==> src/verilog/ao_periph_pkg.sv <==
// Always-on peripheral subsystem shared definitions
// Bus widths, address map and register word offsets

package ao_periph_pkg;

  localparam int unsigned AW = 32;
  localparam int unsigned DW = 32;

  // Peripheral select field, address bits 9:8
  localparam int unsigned PERIPH_SEL_MSB = 9;
  localparam int unsigned PERIPH_SEL_LSB = 8;
  localparam int unsigned NUM_PERIPH = 3;

  localparam logic [1:0] SOC_CTRL_IDX  = 2'd0;
  localparam logic [1:0] FAST_INTR_IDX = 2'd1;
  localparam logic [1:0] GPIO_IDX      = 2'd2;

  // Register word offset field, address bits 3:2
  localparam int unsigned REG_OFS_MSB = 3;
  localparam int unsigned REG_OFS_LSB = 2;

  localparam logic [1:0] SOC_EXIT_VALID_OFS = 2'd0;
  localparam logic [1:0] SOC_EXIT_VALUE_OFS = 2'd1;
  localparam logic [1:0] SOC_BOOT_SEL_OFS   = 2'd2;
  localparam logic [1:0] SOC_ID_OFS         = 2'd3;

  localparam logic [1:0] FI_PENDING_OFS = 2'd0;
  localparam logic [1:0] FI_CLEAR_OFS   = 2'd1;
  localparam logic [1:0] FI_ENABLE_OFS  = 2'd2;

  localparam logic [1:0] GPIO_OUT_OFS     = 2'd0;
  localparam logic [1:0] GPIO_EN_OFS      = 2'd1;
  localparam logic [1:0] GPIO_IN_OFS      = 2'd2;
  localparam logic [1:0] GPIO_INTR_EN_OFS = 2'd3;

  localparam logic [31:0] AO_INSTANCE_ID = 32'h000A_0001;

  localparam int unsigned NUM_FAST_INTR    = 16;
  localparam int unsigned NUM_GPIO         = 8;
  localparam int unsigned GPIO_SYNC_STAGES = 2;

endpackage : ao_periph_pkg

==> src/verilog/reg_bus_if.sv <==
// Register bus between the adapter, the demux and the peripherals
// A transfer completes when valid and ready are both high

`timescale 1ns/1ps

interface reg_bus_if;

  // Request side
  logic                         valid;
  logic                         write;
  logic [ao_periph_pkg::AW-1:0] addr;
  logic [ao_periph_pkg::DW-1:0] wdata;

  // Response side, same cycle as the request
  logic [ao_periph_pkg::DW-1:0] rdata;
  logic                         ready;
  logic                         error;

  modport host (output valid, write, addr, wdata, input rdata, ready, error);

  modport device (input valid, write, addr, wdata, output rdata, ready, error);

endinterface : reg_bus_if

==> src/verilog/ao_bus_adapter.sv <==
// Request/grant/rvalid port to register bus adapter
// One transaction in flight, response one cycle after the grant

`timescale 1ns/1ps

module ao_bus_adapter (
  input  logic                         clk_i,
  input  logic                         reset_i,
  input  logic                         req_i,
  input  logic                         we_i,
  input  logic [ao_periph_pkg::AW-1:0] addr_i,
  input  logic [ao_periph_pkg::DW-1:0] wdata_i,
  output logic                         gnt_o,
  output logic                         rvalid_o,
  output logic [ao_periph_pkg::DW-1:0] rdata_o,
  output logic                         err_o,
  reg_bus_if.host                      bus
);

  logic busy_q;
  logic gnt;

  // Hold off the bus while the previous response is being returned
  assign bus.valid = req_i & ~busy_q;
  assign bus.write = we_i;
  assign bus.addr  = addr_i;
  assign bus.wdata = wdata_i;

  assign gnt   = bus.valid & bus.ready;
  assign gnt_o = gnt;

  always_ff @(posedge clk_i) begin
    if (reset_i) begin
      busy_q <= 1'b0;
    end else begin
      busy_q <= gnt;
    end
  end

  // Response payload, captured at completion
  always_ff @(posedge clk_i) begin
    if (gnt) begin
      rdata_o <= (bus.write || bus.error) ? '0 : bus.rdata;
      err_o   <= bus.error;
    end
  end

  // Busy lasts exactly the response cycle
  assign rvalid_o = busy_q;

endmodule : ao_bus_adapter

==> src/verilog/ao_peripheral_subsystem.sv <==
// Always-on peripheral subsystem top level
// Bus adapter, address demux, SoC control, fast interrupt controller and GPIO

`timescale 1ns/1ps

module ao_peripheral_subsystem (
  input  logic                                    clk_i,
  input  logic                                    reset_i,

  // Memory-style request port
  input  logic                                    bus_req_i,
  input  logic                                    bus_we_i,
  input  logic [ao_periph_pkg::AW-1:0]            bus_addr_i,
  input  logic [ao_periph_pkg::DW-1:0]            bus_wdata_i,
  output logic                                    bus_gnt_o,
  output logic                                    bus_rvalid_o,
  output logic [ao_periph_pkg::DW-1:0]            bus_rdata_o,
  output logic                                    bus_err_o,

  // SoC control
  input  logic                                    boot_select_i,
  output logic                                    exit_valid_o,
  output logic [ao_periph_pkg::DW-1:0]            exit_value_o,

  // Fast interrupts
  input  logic [ao_periph_pkg::NUM_FAST_INTR-1:0] fast_intr_i,
  output logic [ao_periph_pkg::NUM_FAST_INTR-1:0] fast_intr_o,

  // GPIO pins
  input  logic [ao_periph_pkg::NUM_GPIO-1:0]      cio_gpio_i,
  output logic [ao_periph_pkg::NUM_GPIO-1:0]      cio_gpio_o,
  output logic [ao_periph_pkg::NUM_GPIO-1:0]      cio_gpio_en_o,
  output logic [ao_periph_pkg::NUM_GPIO-1:0]      intr_gpio_o
);

  reg_bus_if up_bus ();
  reg_bus_if soc_bus ();
  reg_bus_if fi_bus ();
  reg_bus_if gpio_bus ();

  ao_bus_adapter u_adapter (
    .clk_i    (clk_i),
    .reset_i  (reset_i),
    .req_i    (bus_req_i),
    .we_i     (bus_we_i),
    .addr_i   (bus_addr_i),
    .wdata_i  (bus_wdata_i),
    .gnt_o    (bus_gnt_o),
    .rvalid_o (bus_rvalid_o),
    .rdata_o  (bus_rdata_o),
    .err_o    (bus_err_o),
    .bus      (up_bus)
  );

  // Address map decode
  ao_reg_demux u_demux (
    .in_bus   (up_bus),
    .out_soc  (soc_bus),
    .out_fi   (fi_bus),
    .out_gpio (gpio_bus)
  );

  soc_ctrl u_soc_ctrl (
    .clk_i         (clk_i),
    .reset_i       (reset_i),
    .bus           (soc_bus),
    .boot_select_i (boot_select_i),
    .exit_valid_o  (exit_valid_o),
    .exit_value_o  (exit_value_o)
  );

  fast_intr_ctrl u_fast_intr_ctrl (
    .clk_i       (clk_i),
    .reset_i     (reset_i),
    .bus         (fi_bus),
    .fast_intr_i (fast_intr_i),
    .fast_intr_o (fast_intr_o)
  );

  gpio_ao u_gpio_ao (
    .clk_i         (clk_i),
    .reset_i       (reset_i),
    .bus           (gpio_bus),
    .cio_gpio_i    (cio_gpio_i),
    .cio_gpio_o    (cio_gpio_o),
    .cio_gpio_en_o (cio_gpio_en_o),
    .intr_gpio_o   (intr_gpio_o)
  );

endmodule : ao_peripheral_subsystem

==> src/verilog/ao_reg_demux.sv <==
// Register bus address demux
// Routes each transfer to one peripheral, unmapped space answers with an error

`timescale 1ns/1ps

module ao_reg_demux (
  reg_bus_if.device in_bus,
  reg_bus_if.host   out_soc,
  reg_bus_if.host   out_fi,
  reg_bus_if.host   out_gpio
);

  logic [1:0] sel;
  logic       mapped;

  assign sel    = in_bus.addr[ao_periph_pkg::PERIPH_SEL_MSB:ao_periph_pkg::PERIPH_SEL_LSB];
  assign mapped = (sel < ao_periph_pkg::NUM_PERIPH);

  // Only the selected peripheral sees valid
  assign out_soc.valid  = in_bus.valid & (sel == ao_periph_pkg::SOC_CTRL_IDX);
  assign out_fi.valid   = in_bus.valid & (sel == ao_periph_pkg::FAST_INTR_IDX);
  assign out_gpio.valid = in_bus.valid & (sel == ao_periph_pkg::GPIO_IDX);

  assign out_soc.write  = in_bus.write;
  assign out_soc.addr   = in_bus.addr;
  assign out_soc.wdata  = in_bus.wdata;
  assign out_fi.write   = in_bus.write;
  assign out_fi.addr    = in_bus.addr;
  assign out_fi.wdata   = in_bus.wdata;
  assign out_gpio.write = in_bus.write;
  assign out_gpio.addr  = in_bus.addr;
  assign out_gpio.wdata = in_bus.wdata;

  // Response select, unmapped index answers by itself
  always_comb begin
    in_bus.rdata = '0;
    in_bus.ready = 1'b1;
    in_bus.error = ~mapped;
    case (sel)
      ao_periph_pkg::SOC_CTRL_IDX: begin
        in_bus.rdata = out_soc.rdata;
        in_bus.ready = out_soc.ready;
        in_bus.error = out_soc.error;
      end
      ao_periph_pkg::FAST_INTR_IDX: begin
        in_bus.rdata = out_fi.rdata;
        in_bus.ready = out_fi.ready;
        in_bus.error = out_fi.error;
      end
      ao_periph_pkg::GPIO_IDX: begin
        in_bus.rdata = out_gpio.rdata;
        in_bus.ready = out_gpio.ready;
        in_bus.error = out_gpio.error;
      end
      default: ;
    endcase
  end

endmodule : ao_reg_demux

==> src/verilog/fast_intr_ctrl.sv <==
// Fast interrupt controller
// Sticky pending bits with write-one-to-clear and an enable mask

`timescale 1ns/1ps

module fast_intr_ctrl (
  input  logic                                    clk_i,
  input  logic                                    reset_i,
  reg_bus_if.device                               bus,
  input  logic [ao_periph_pkg::NUM_FAST_INTR-1:0] fast_intr_i,
  output logic [ao_periph_pkg::NUM_FAST_INTR-1:0] fast_intr_o
);

  logic [ao_periph_pkg::NUM_FAST_INTR-1:0] pending_q;
  logic [ao_periph_pkg::NUM_FAST_INTR-1:0] enable_q;
  logic [ao_periph_pkg::NUM_FAST_INTR-1:0] clear_mask;
  logic [1:0]                              ofs;
  logic                                    wr;

  assign ofs = bus.addr[ao_periph_pkg::REG_OFS_MSB:ao_periph_pkg::REG_OFS_LSB];
  assign wr  = bus.valid & bus.write;

  assign bus.ready = 1'b1;
  assign bus.error = 1'b0;

  assign clear_mask = (wr && ofs == ao_periph_pkg::FI_CLEAR_OFS) ?
                      bus.wdata[ao_periph_pkg::NUM_FAST_INTR-1:0] : '0;

  // A new event in the clear cycle wins over the clear
  always_ff @(posedge clk_i) begin
    if (reset_i) begin
      pending_q <= '0;
      enable_q  <= '0;
    end else begin
      pending_q <= (pending_q & ~clear_mask) | fast_intr_i;
      if (wr && ofs == ao_periph_pkg::FI_ENABLE_OFS) begin
        enable_q <= bus.wdata[ao_periph_pkg::NUM_FAST_INTR-1:0];
      end
    end
  end

  // CLEAR and the spare offset read as zero
  always_comb begin
    bus.rdata = '0;
    if (ofs == ao_periph_pkg::FI_PENDING_OFS) begin
      bus.rdata[ao_periph_pkg::NUM_FAST_INTR-1:0] = pending_q;
    end else if (ofs == ao_periph_pkg::FI_ENABLE_OFS) begin
      bus.rdata[ao_periph_pkg::NUM_FAST_INTR-1:0] = enable_q;
    end
  end

  assign fast_intr_o = pending_q & enable_q;

endmodule : fast_intr_ctrl

==> src/verilog/gpio_ao.sv <==
// Always-on GPIO block
// Output and enable registers, synchronized inputs, level interrupts per pin

`timescale 1ns/1ps

module gpio_ao (
  input  logic                               clk_i,
  input  logic                               reset_i,
  reg_bus_if.device                          bus,
  input  logic [ao_periph_pkg::NUM_GPIO-1:0] cio_gpio_i,
  output logic [ao_periph_pkg::NUM_GPIO-1:0] cio_gpio_o,
  output logic [ao_periph_pkg::NUM_GPIO-1:0] cio_gpio_en_o,
  output logic [ao_periph_pkg::NUM_GPIO-1:0] intr_gpio_o
);

  logic [ao_periph_pkg::NUM_GPIO-1:0] sync_q [ao_periph_pkg::GPIO_SYNC_STAGES];
  logic [ao_periph_pkg::NUM_GPIO-1:0] gpio_in;
  logic [ao_periph_pkg::NUM_GPIO-1:0] intr_en_q;
  logic [1:0]                         ofs;
  logic                               wr;

  assign ofs = bus.addr[ao_periph_pkg::REG_OFS_MSB:ao_periph_pkg::REG_OFS_LSB];
  assign wr  = bus.valid & bus.write;

  assign bus.ready = 1'b1;
  assign bus.error = 1'b0;

  // Input synchronizer chain
  always_ff @(posedge clk_i) begin
    if (reset_i) begin
      sync_q <= '{default: '0};
    end else begin
      sync_q[0] <= cio_gpio_i;
      for (int i = 1; i < ao_periph_pkg::GPIO_SYNC_STAGES; i++) begin
        sync_q[i] <= sync_q[i-1];
      end
    end
  end

  assign gpio_in = sync_q[ao_periph_pkg::GPIO_SYNC_STAGES-1];

  // IN is read-only, writes to it fall through
  always_ff @(posedge clk_i) begin
    if (reset_i) begin
      cio_gpio_o    <= '0;
      cio_gpio_en_o <= '0;
      intr_en_q     <= '0;
    end else if (wr) begin
      case (ofs)
        ao_periph_pkg::GPIO_OUT_OFS:     cio_gpio_o    <= bus.wdata[ao_periph_pkg::NUM_GPIO-1:0];
        ao_periph_pkg::GPIO_EN_OFS:      cio_gpio_en_o <= bus.wdata[ao_periph_pkg::NUM_GPIO-1:0];
        ao_periph_pkg::GPIO_INTR_EN_OFS: intr_en_q     <= bus.wdata[ao_periph_pkg::NUM_GPIO-1:0];
        default: ;
      endcase
    end
  end

  always_comb begin
    bus.rdata = '0;
    case (ofs)
      ao_periph_pkg::GPIO_OUT_OFS: bus.rdata[ao_periph_pkg::NUM_GPIO-1:0] = cio_gpio_o;
      ao_periph_pkg::GPIO_EN_OFS:  bus.rdata[ao_periph_pkg::NUM_GPIO-1:0] = cio_gpio_en_o;
      ao_periph_pkg::GPIO_IN_OFS:  bus.rdata[ao_periph_pkg::NUM_GPIO-1:0] = gpio_in;
      default:                     bus.rdata[ao_periph_pkg::NUM_GPIO-1:0] = intr_en_q;
    endcase
  end

  // Level interrupt follows the synchronized pin
  assign intr_gpio_o = gpio_in & intr_en_q;

endmodule : gpio_ao

==> src/verilog/soc_ctrl.sv <==
// SoC control registers
// Exit value and flag, boot select pin and instance ID readback

`timescale 1ns/1ps

module soc_ctrl (
  input  logic                         clk_i,
  input  logic                         reset_i,
  reg_bus_if.device                    bus,
  input  logic                         boot_select_i,
  output logic                         exit_valid_o,
  output logic [ao_periph_pkg::DW-1:0] exit_value_o
);

  logic [1:0] ofs;
  logic       wr;

  assign ofs = bus.addr[ao_periph_pkg::REG_OFS_MSB:ao_periph_pkg::REG_OFS_LSB];
  assign wr  = bus.valid & bus.write;

  assign bus.ready = 1'b1;
  assign bus.error = 1'b0;

  // BOOT_SEL and ID ignore writes
  always_ff @(posedge clk_i) begin
    if (reset_i) begin
      exit_valid_o <= 1'b0;
      exit_value_o <= '0;
    end else if (wr) begin
      if (ofs == ao_periph_pkg::SOC_EXIT_VALID_OFS) exit_valid_o <= bus.wdata[0];
      if (ofs == ao_periph_pkg::SOC_EXIT_VALUE_OFS) exit_value_o <= bus.wdata;
    end
  end

  always_comb begin
    bus.rdata = '0;
    case (ofs)
      ao_periph_pkg::SOC_EXIT_VALID_OFS: bus.rdata[0] = exit_valid_o;
      ao_periph_pkg::SOC_EXIT_VALUE_OFS: bus.rdata = exit_value_o;
      ao_periph_pkg::SOC_BOOT_SEL_OFS:   bus.rdata[0] = boot_select_i;
      default:                           bus.rdata = ao_periph_pkg::AO_INSTANCE_ID;
    endcase
  end

endmodule : soc_ctrl
==> config.mk <==
export PLATFORM = sky130hd
export DESIGN_NAME = ao_peripheral_subsystem
export DESIGN_NICKNAME = d
export VERILOG_FILES = /design/src/verilog/ao_periph_pkg.sv /design/src/verilog/reg_bus_if.sv /design/src/verilog/ao_bus_adapter.sv /design/src/verilog/ao_peripheral_subsystem.sv /design/src/verilog/ao_reg_demux.sv /design/src/verilog/fast_intr_ctrl.sv /design/src/verilog/gpio_ao.sv /design/src/verilog/soc_ctrl.sv
export SDC_FILE = /design/constraint.sdc
export NUM_CORES = 1
export LEC_CHECK = 0
export ABC_AREA = 1
export ABC_CLOCK_PERIOD_IN_PS = 2500
export BUFFER_PORTS_ARGS = -buffer_cell sky130_fd_sc_hd__buf_2
export CELL_PAD_IN_SITES_DETAIL_PLACEMENT = 1
export CELL_PAD_IN_SITES_GLOBAL_PLACEMENT = 2
export CORE_MARGIN = 1.5
export CORE_UTILIZATION = 29
export DETAILED_ROUTE_END_ITERATION = 12
export PLACE_DENSITY = 0.81
export SKIP_LAST_GASP = 1
export SYNTH_ARGS = -nofsm -noshare
export SYNTH_HDL_FRONTEND = slang
export SYNTH_SLANG_ARGS = --single-unit
==> constraint.sdc <==
create_clock -name clk_i -period 2.5 [get_ports clk_i]
set_input_delay 0 -clock clk_i [delete_from_list [all_inputs] [get_ports clk_i]]
set_output_delay 0 -clock clk_i [all_outputs]
set_load 0.01 [all_outputs]
## Yosys cells after proc, flatten, opt, wreduce, memory -nomap -nowiden

Index checks and enable logic that the tools add are counted.

| word-level totals | value |
|---|---|
| bits in registers | 139 |
| bits in latches | 0 |
| memory bits (writable) | 0 |
| memory bits (read-only) | 0 |
| output and inout port bits | 108 |
| logic and storage cells | 52 |
| memories kept | 0 |

| operators by class | value |
|---|---|
| add/sub/neg operators | 0 |
| $mul | 0 |
| divide/modulo/power cells | 0 |
| $lt $le $gt $ge | 1 |
| equal/unequal tests | 5 |
| shifts and indexed selects | 0 |
| mux-type cells | 8 |
| bitwise gates (word level) | 14 |
| reduce and logical (&&, ||, !) cells | 12 |

Operator list:

| operator | count |
|---|---|
| 32-bit case mux with 3 select lines | 1 |
| 31-bit case mux with 2 select lines | 1 |
| 16-bit two-way mux | 3 |
| 16-bit bitwise AND | 2 |
| 8-bit case mux with 3 select lines | 1 |
| 16-bit NOT | 1 |
| 16-bit bitwise OR | 1 |
| 2-bit AND reduction | 5 |
| 8-bit bitwise AND | 1 |
| 1-bit bitwise AND | 7 |
| 2-bit equality test, second input constant | 3 |
| 2-bit by 1-bit equality test with 1-bit output, second input constant | 2 |
| 2-bit zero test | 2 |
| 1-bit case mux with 3 select lines | 1 |
| 3-bit OR reduction | 1 |
| 1-bit logical AND | 2 |
| 2-bit < comparator, second input constant | 1 |
| 1-bit NOT | 2 |
| 2-bit OR reduction | 1 |
| 1-bit logical OR | 1 |
| 1-bit two-way mux | 1 |

## Logic depth before layout (Yosys ltp)

| logic depth | value |
|---|---|
| depth after elaboration | 9 |
| mapped depth | 9 |

## Cells and area by module

Synthesis repeated with hierarchy kept, for this count alone.

| second synthesis, totals | value |
|---|---|
| cell total of the unflattened synthesis | 1369 |
| area total of the unflattened synthesis | 9660.5 µm² |

Modules (own cells, without submodules):

| module | times used | cells an instance | area each (µm²) | seq. area each (µm²) |
|---|---|---|---|---|
| ao_reg_demux | 1 | 355 | 2293.4 | 0.0 |
| gpio_ao | 1 | 285 | 1966.9 | 800.8 |
| ao_bus_adapter | 1 | 175 | 1949.4 | 1011.0 |
| soc_ctrl | 1 | 291 | 1740.4 | 660.6 |
| fast_intr_ctrl | 1 | 263 | 1710.4 | 640.6 |

## Worst setup path after synthesis

OpenSTA, ideal clock, no wires.

| path | value |
|---|---|
| path type | register to register |
| start | register u_adapter.busy_q (netlist: u_adapter.rvalid_o) |
| end | register u_adapter.err_o (enable) |
| arrival | 1.215 ns |
| required time | 2.109 ns |
| path slack | 0.894 ns |
| cell stages (with the launch flop) | 4 |
| period minus slack after synthesis | 1.606 ns |
| cell sequence | dfxtp_1 > inv_1 > nand2_1 > inv_1 |

| between the ends | value |
|---|---|
| cells in the longest elaborated chain, start to end | 2 |

Ends and longest elaborated chain:

| element | RTL line | RTL |
|---|---|---|
| start: declaration | ao_bus_adapter.sv:20 | `logic busy_q;` |
| start signal: assignment | ao_bus_adapter.sv:36 | `busy_q <= gnt;` |
| 1-bit NOT | ao_bus_adapter.sv:24 | `assign bus.valid = req_i & ~busy_q;` |
| 1-bit bitwise AND | ao_bus_adapter.sv:24 |  |
| via bus_gnt_o | ao_peripheral_subsystem.sv:15 | `output logic bus_gnt_o,` |
| end signal: assignment | ao_bus_adapter.sv:44 | `err_o <= bus.error;` |
| end: declaration | ao_bus_adapter.sv:16 | `output logic err_o,` |

The timed path passes the listed nets, and every way through them passes these cells.
A chain may end at the register's enable or synchronous reset.

## Worst setup path in the final report

| path | value |
|---|---|
| start | input bus_addr_i[9] (netlist name) |
| end | register u_adapter.rdata_o[8] (netlist name), data pin |

| between the ends | value |
|---|---|
| cells in the longest elaborated chain, start to end | 4 |
| elaborated cells on any way between the ends | 9 |
| classes of those cells | order compare: 1; eq/ne: 2; mux: 2; bitwise: 1; reduce/logical: 3 |

Ends and longest elaborated chain:

| element | RTL line | RTL |
|---|---|---|
| start: declaration | ao_peripheral_subsystem.sv:13 | `input logic [ao_periph_pkg::AW-1:0] bus_addr_i,` |
| 2-bit < comparator (tied with other cells) | ao_reg_demux.sv:17 | `assign mapped = (sel < ao_periph_pkg::NUM_PERIPH);` |
| 1-bit NOT / 3-bit OR reduction (equally long branches) | -- |  |
| 1-bit two-way mux * | ao_reg_demux.sv:39 | `case (sel)` |
| via u_adapter.bus.error | reg_bus_if.sv:19 | `modport host (output valid, write, addr, wdata, input rdata, ready, error);` |
| 1-bit logical OR * | ao_bus_adapter.sv:43 | `rdata_o <= (bus.write \|\| bus.error) ? '0 : bus.rdata;` |
| end signal: assignment | ao_bus_adapter.sv:43 |  |
| end: declaration | ao_bus_adapter.sv:15 | `output logic [ao_periph_pkg::DW-1:0] rdata_o,` |

The timed path passes the listed nets; every way through them passes the cells marked *.

==> results.md <==
* CP required at 2.63 ns
* First-pass GRT wire length at approximately 31000 µm
* Clock share of power at 0.473
* Switching pwr at approximately 0.0013 W
* Pre-CTS worst setup slack at 0.628 ns
* Vias in the first global route at approximately 5800
* HP Class: primary input to register
* Multi-input logic area at about 2300 µm²
* # Post-CTS Setup Buffers at 0
* Final hold vios at 0
* Crit-path slowest cell: dlygate4sd3_1
* Cell count after synthesis at between 700 and 800
* Met3 wire len at 947 µm
* CTS clock-pin slew for the worst setup and hold paths at roughly 0.060 ns
* Critical Path Stages at 9
* Clk_skew at about 0.0075 ns
* Initial Util at 0.294
* Crit path to: u_adapter.rdata_o[8]
* # diodes at 0
* Flop2flop setup slack at ~0.6 ns
* H-tree depth at 4
* Worst path cell trace: dlygate4sd3_1 > buf_2 > nand2_1 > dlygate4sd3_1 > inv_1 > nor2_1 > buf_4 > inv_1 > a21oi_1
* Reg2reg path depth at 7
* Routed wl met2 at between 9000 and 10000 µm
* Die height at approximately 150 µm
* Register area at approximately 3100 µm²
* Tcrit/Tclk final at 0.793
* Clk_lat worst skew at 0.42 ns
* Port bufs at 172
* Routed Antenna Nets at 0
* Grt total ovfl at 0
* Status: completed
* Worst setup EP type: register
* CTS tree: built
* Worst-case clock buffer depth at 2
* TritonRoute pass-1 iters at 4
* RSZ-0062 raised after global routing: no
* Sum of negative setup slack at 0 ns
* Fmax at roughly 0.50 GHz
* DRC violations left at 0
* Core Box Area at ~20000 µm²
* #FFs+latches synth at between 100 and 150
* Layout cell share with drive strength beyond 1 at 0.247
* Endpoints failing setup at 0
* Sw Ratio at 0.248
* Critical Path Source Type: primary input
* Design area at around 8300 µm²
* Area after DPL at 6990 µm²
* Worst Tran Pin Value at about 0.68 ns
* Placed wire-length estimate at 13300 µm
* Num CTS Buffers at 17
* Dominant cells by area after synthesis: dfxtp_1 36%, nand2_1 18%, edfxtp_1 17%
* RePlAce Congestion at 0.772
* Leading area contributor after synthesis: dfxtp_1
* Power Internal at 0.00406 W
* Routed WL per cell at approximately 15 µm
* Root buf cell: clkbuf_16
* Die ar. at around 21000 µm²
* Starting DRC count in detailed routing at slightly below 200
* Vias after detailed routing at 5767
* Leakage power at around 3.8 nW
* Nets at approximately 1100
* Initial antenna violation count at 0
* Final Util at 0.411
* Layout area overhead at 39.7%
* Cell row count at 52
* Post-Synthesis Net Count at slightly below 900
* Pins Over Slew Limit at 0
* Slew margin rel. at 0.545
* Synth warnings at 0
* Synth top area share at 0.358
* CP delay by family, top: buffers and inverters
* DRT Wirelength at ~20000 µm
* Largest net degree at the start of global routing at around 110
* Flop pwr share at 0.445
* Logic pwr share at 0.083
* Post-synthesis sequential area ratio at 0.526
* Worst R2R End: u_fast_intr_ctrl.pending_q[12]
* MaxCap Viol Count at 0
* Via density at around 4.5
* Peak supply drop at 439 µV
* Number of distinct library cells after synthesis at 23
* CP Class: primary input to register
* Hold slack at approximately 0.087 ns
* Boundary pin count at 201
* Commonest non-fill, non-tap cells in the layout: 285 x nand2_1, 171 x buf_2, 106 x dfxtp_1
* Clock Sinks at ~140
* CP arrival at 2.12 ns
* All-Layer GR Usage at 0.190
* CP Launch Point: bus_addr_i[9]
* Critical R2R Launch: u_adapter.rvalid_o
* Post-layout min period at 1.98 ns
* CP Max Fanout at 16
* Most common cell after layout, fill and taps aside: nand2_1
* Power per cell area at between 600 and 700 nW/µm²
* Synth Cell Area at 5920 µm²
* Syn avg cell area at approximately 7.7 µm²
* Met1 WL at 9090 µm
* Worst Slack Setup Final at a little over 0.5 ns
* Largest stage delay, worst path at between 0.5 and 0.6 ns
* Worst Path Buf+Inv at 6
* Die width at around 150 µm
* Fillcell total at between 2000 and 3000
* Max Used Layer: met4
-- metal layers --
layer / vias to the layer above / global-route usage
li1: 2885 / -
met1: 2719 / 0.242
met2: 146 / 0.331
met3: 17 / 0.0348
met4: 0 / 0.0515
met5: - / 0
-- worst reg2reg max path: stages, from the launching register on --
cell	delay, ns
dfxtp_1	0.30
inv_1	0.10
nand3_4	0.18
nor2_8	0.35
nand3_1	0.12
nand2_1	0.08
a21oi_1	0.06
dlygate4sd3_1	0.59
-- sequential cells by signal, summed over array words and instances, names as in the netlist --
register	cells
u_adapter.err_o	1
u_soc_ctrl.exit_valid_o	1
u_adapter.rdata_o	32
u_gpio_ao.intr_en_q	8
u_fast_intr_ctrl.pending_q	16
u_gpio_ao.sync_q	8
u_fast_intr_ctrl.enable_q	16
u_soc_ctrl.exit_value_o	32
u_adapter.rvalid_o	1
u_gpio_ao.cio_gpio_o	8
u_gpio_ao.gpio_in	8
u_gpio_ao.cio_gpio_en_o	8
-- layout make-up --
class | count | area share
well taps | 270 | 0.0409
repair buffers | 246 | 0.194
multi-input cells | 518 | 0.279
clock buffers | 19 | 0.0575
flip-flops and latches | 139 | 0.376
inverters | 81 | 0.0374
clock inverters | 13 | 0.0153
-- cells by family after synthesis --
kind of cell	after synthesis	share of synthesized area
buffers and inverters	116	0.0847
AO/OA/AOI/OAI	123	0.110
flip-flops	139	0.526
AND/OR/NAND/NOR	395	0.279
-- Yosys cell counts, drive strengths merged --
cell type	number
dfxtp	106
inv	80
nor2	64
clkinv	1
buf	22
nand3	29
edfxtp	33
nand2	300
a21oi	111
clkbuf	13
o21ai	12
nor3	2
-- power groups by stage --
stage | clock, W | sequential [W] | combinational (W)
floorplan | 0 | 0.00246 | 0.000174
global placement | 0 | 0.00245 | 0.000367
detailed placement | 0 | 0.00245 | 0.000369
CTS | 0.00262 | 0.00240 | 0.000454
global route | 0.00271 | 0.00241 | 0.000493
finish | 0.00255 | 0.00240 | 0.000446
-- repair_timing --
item                                   CTS  global route
hold buffers                            68             0
gates resized for setup                  0             0
endpoints found under the hold margin  101             0
-- how the worst min path moves through the flow --
stage,startpoint,end,slack (ns),depth (start not counted)
after floorplan,cio_gpio_i[2],u_gpio_ao.sync_q[10],0.11,2
after global placement,cio_gpio_i[2],u_gpio_ao.sync_q[10],0.20,3
after detailed placement,cio_gpio_i[2],u_gpio_ao.sync_q[10],0.21,3
after CTS,bus_addr_i[8],u_soc_ctrl.exit_valid_o,0.07,6
after global routing,bus_addr_i[8],u_adapter.rdata_o[19],0.12,4
final,bus_addr_i[8],u_soc_ctrl.exit_valid_o,0.09,6
-- metrics by stage --
step	total power, W	instances
after floorplan	0.00263	773
after global placement	0.00282	1186
after global routing	0.00561	1286
after detailed placement	0.00282	1186
after CTS	0.00547	1286
final	0.00540	1286
(Power assumes the default switching activity.)
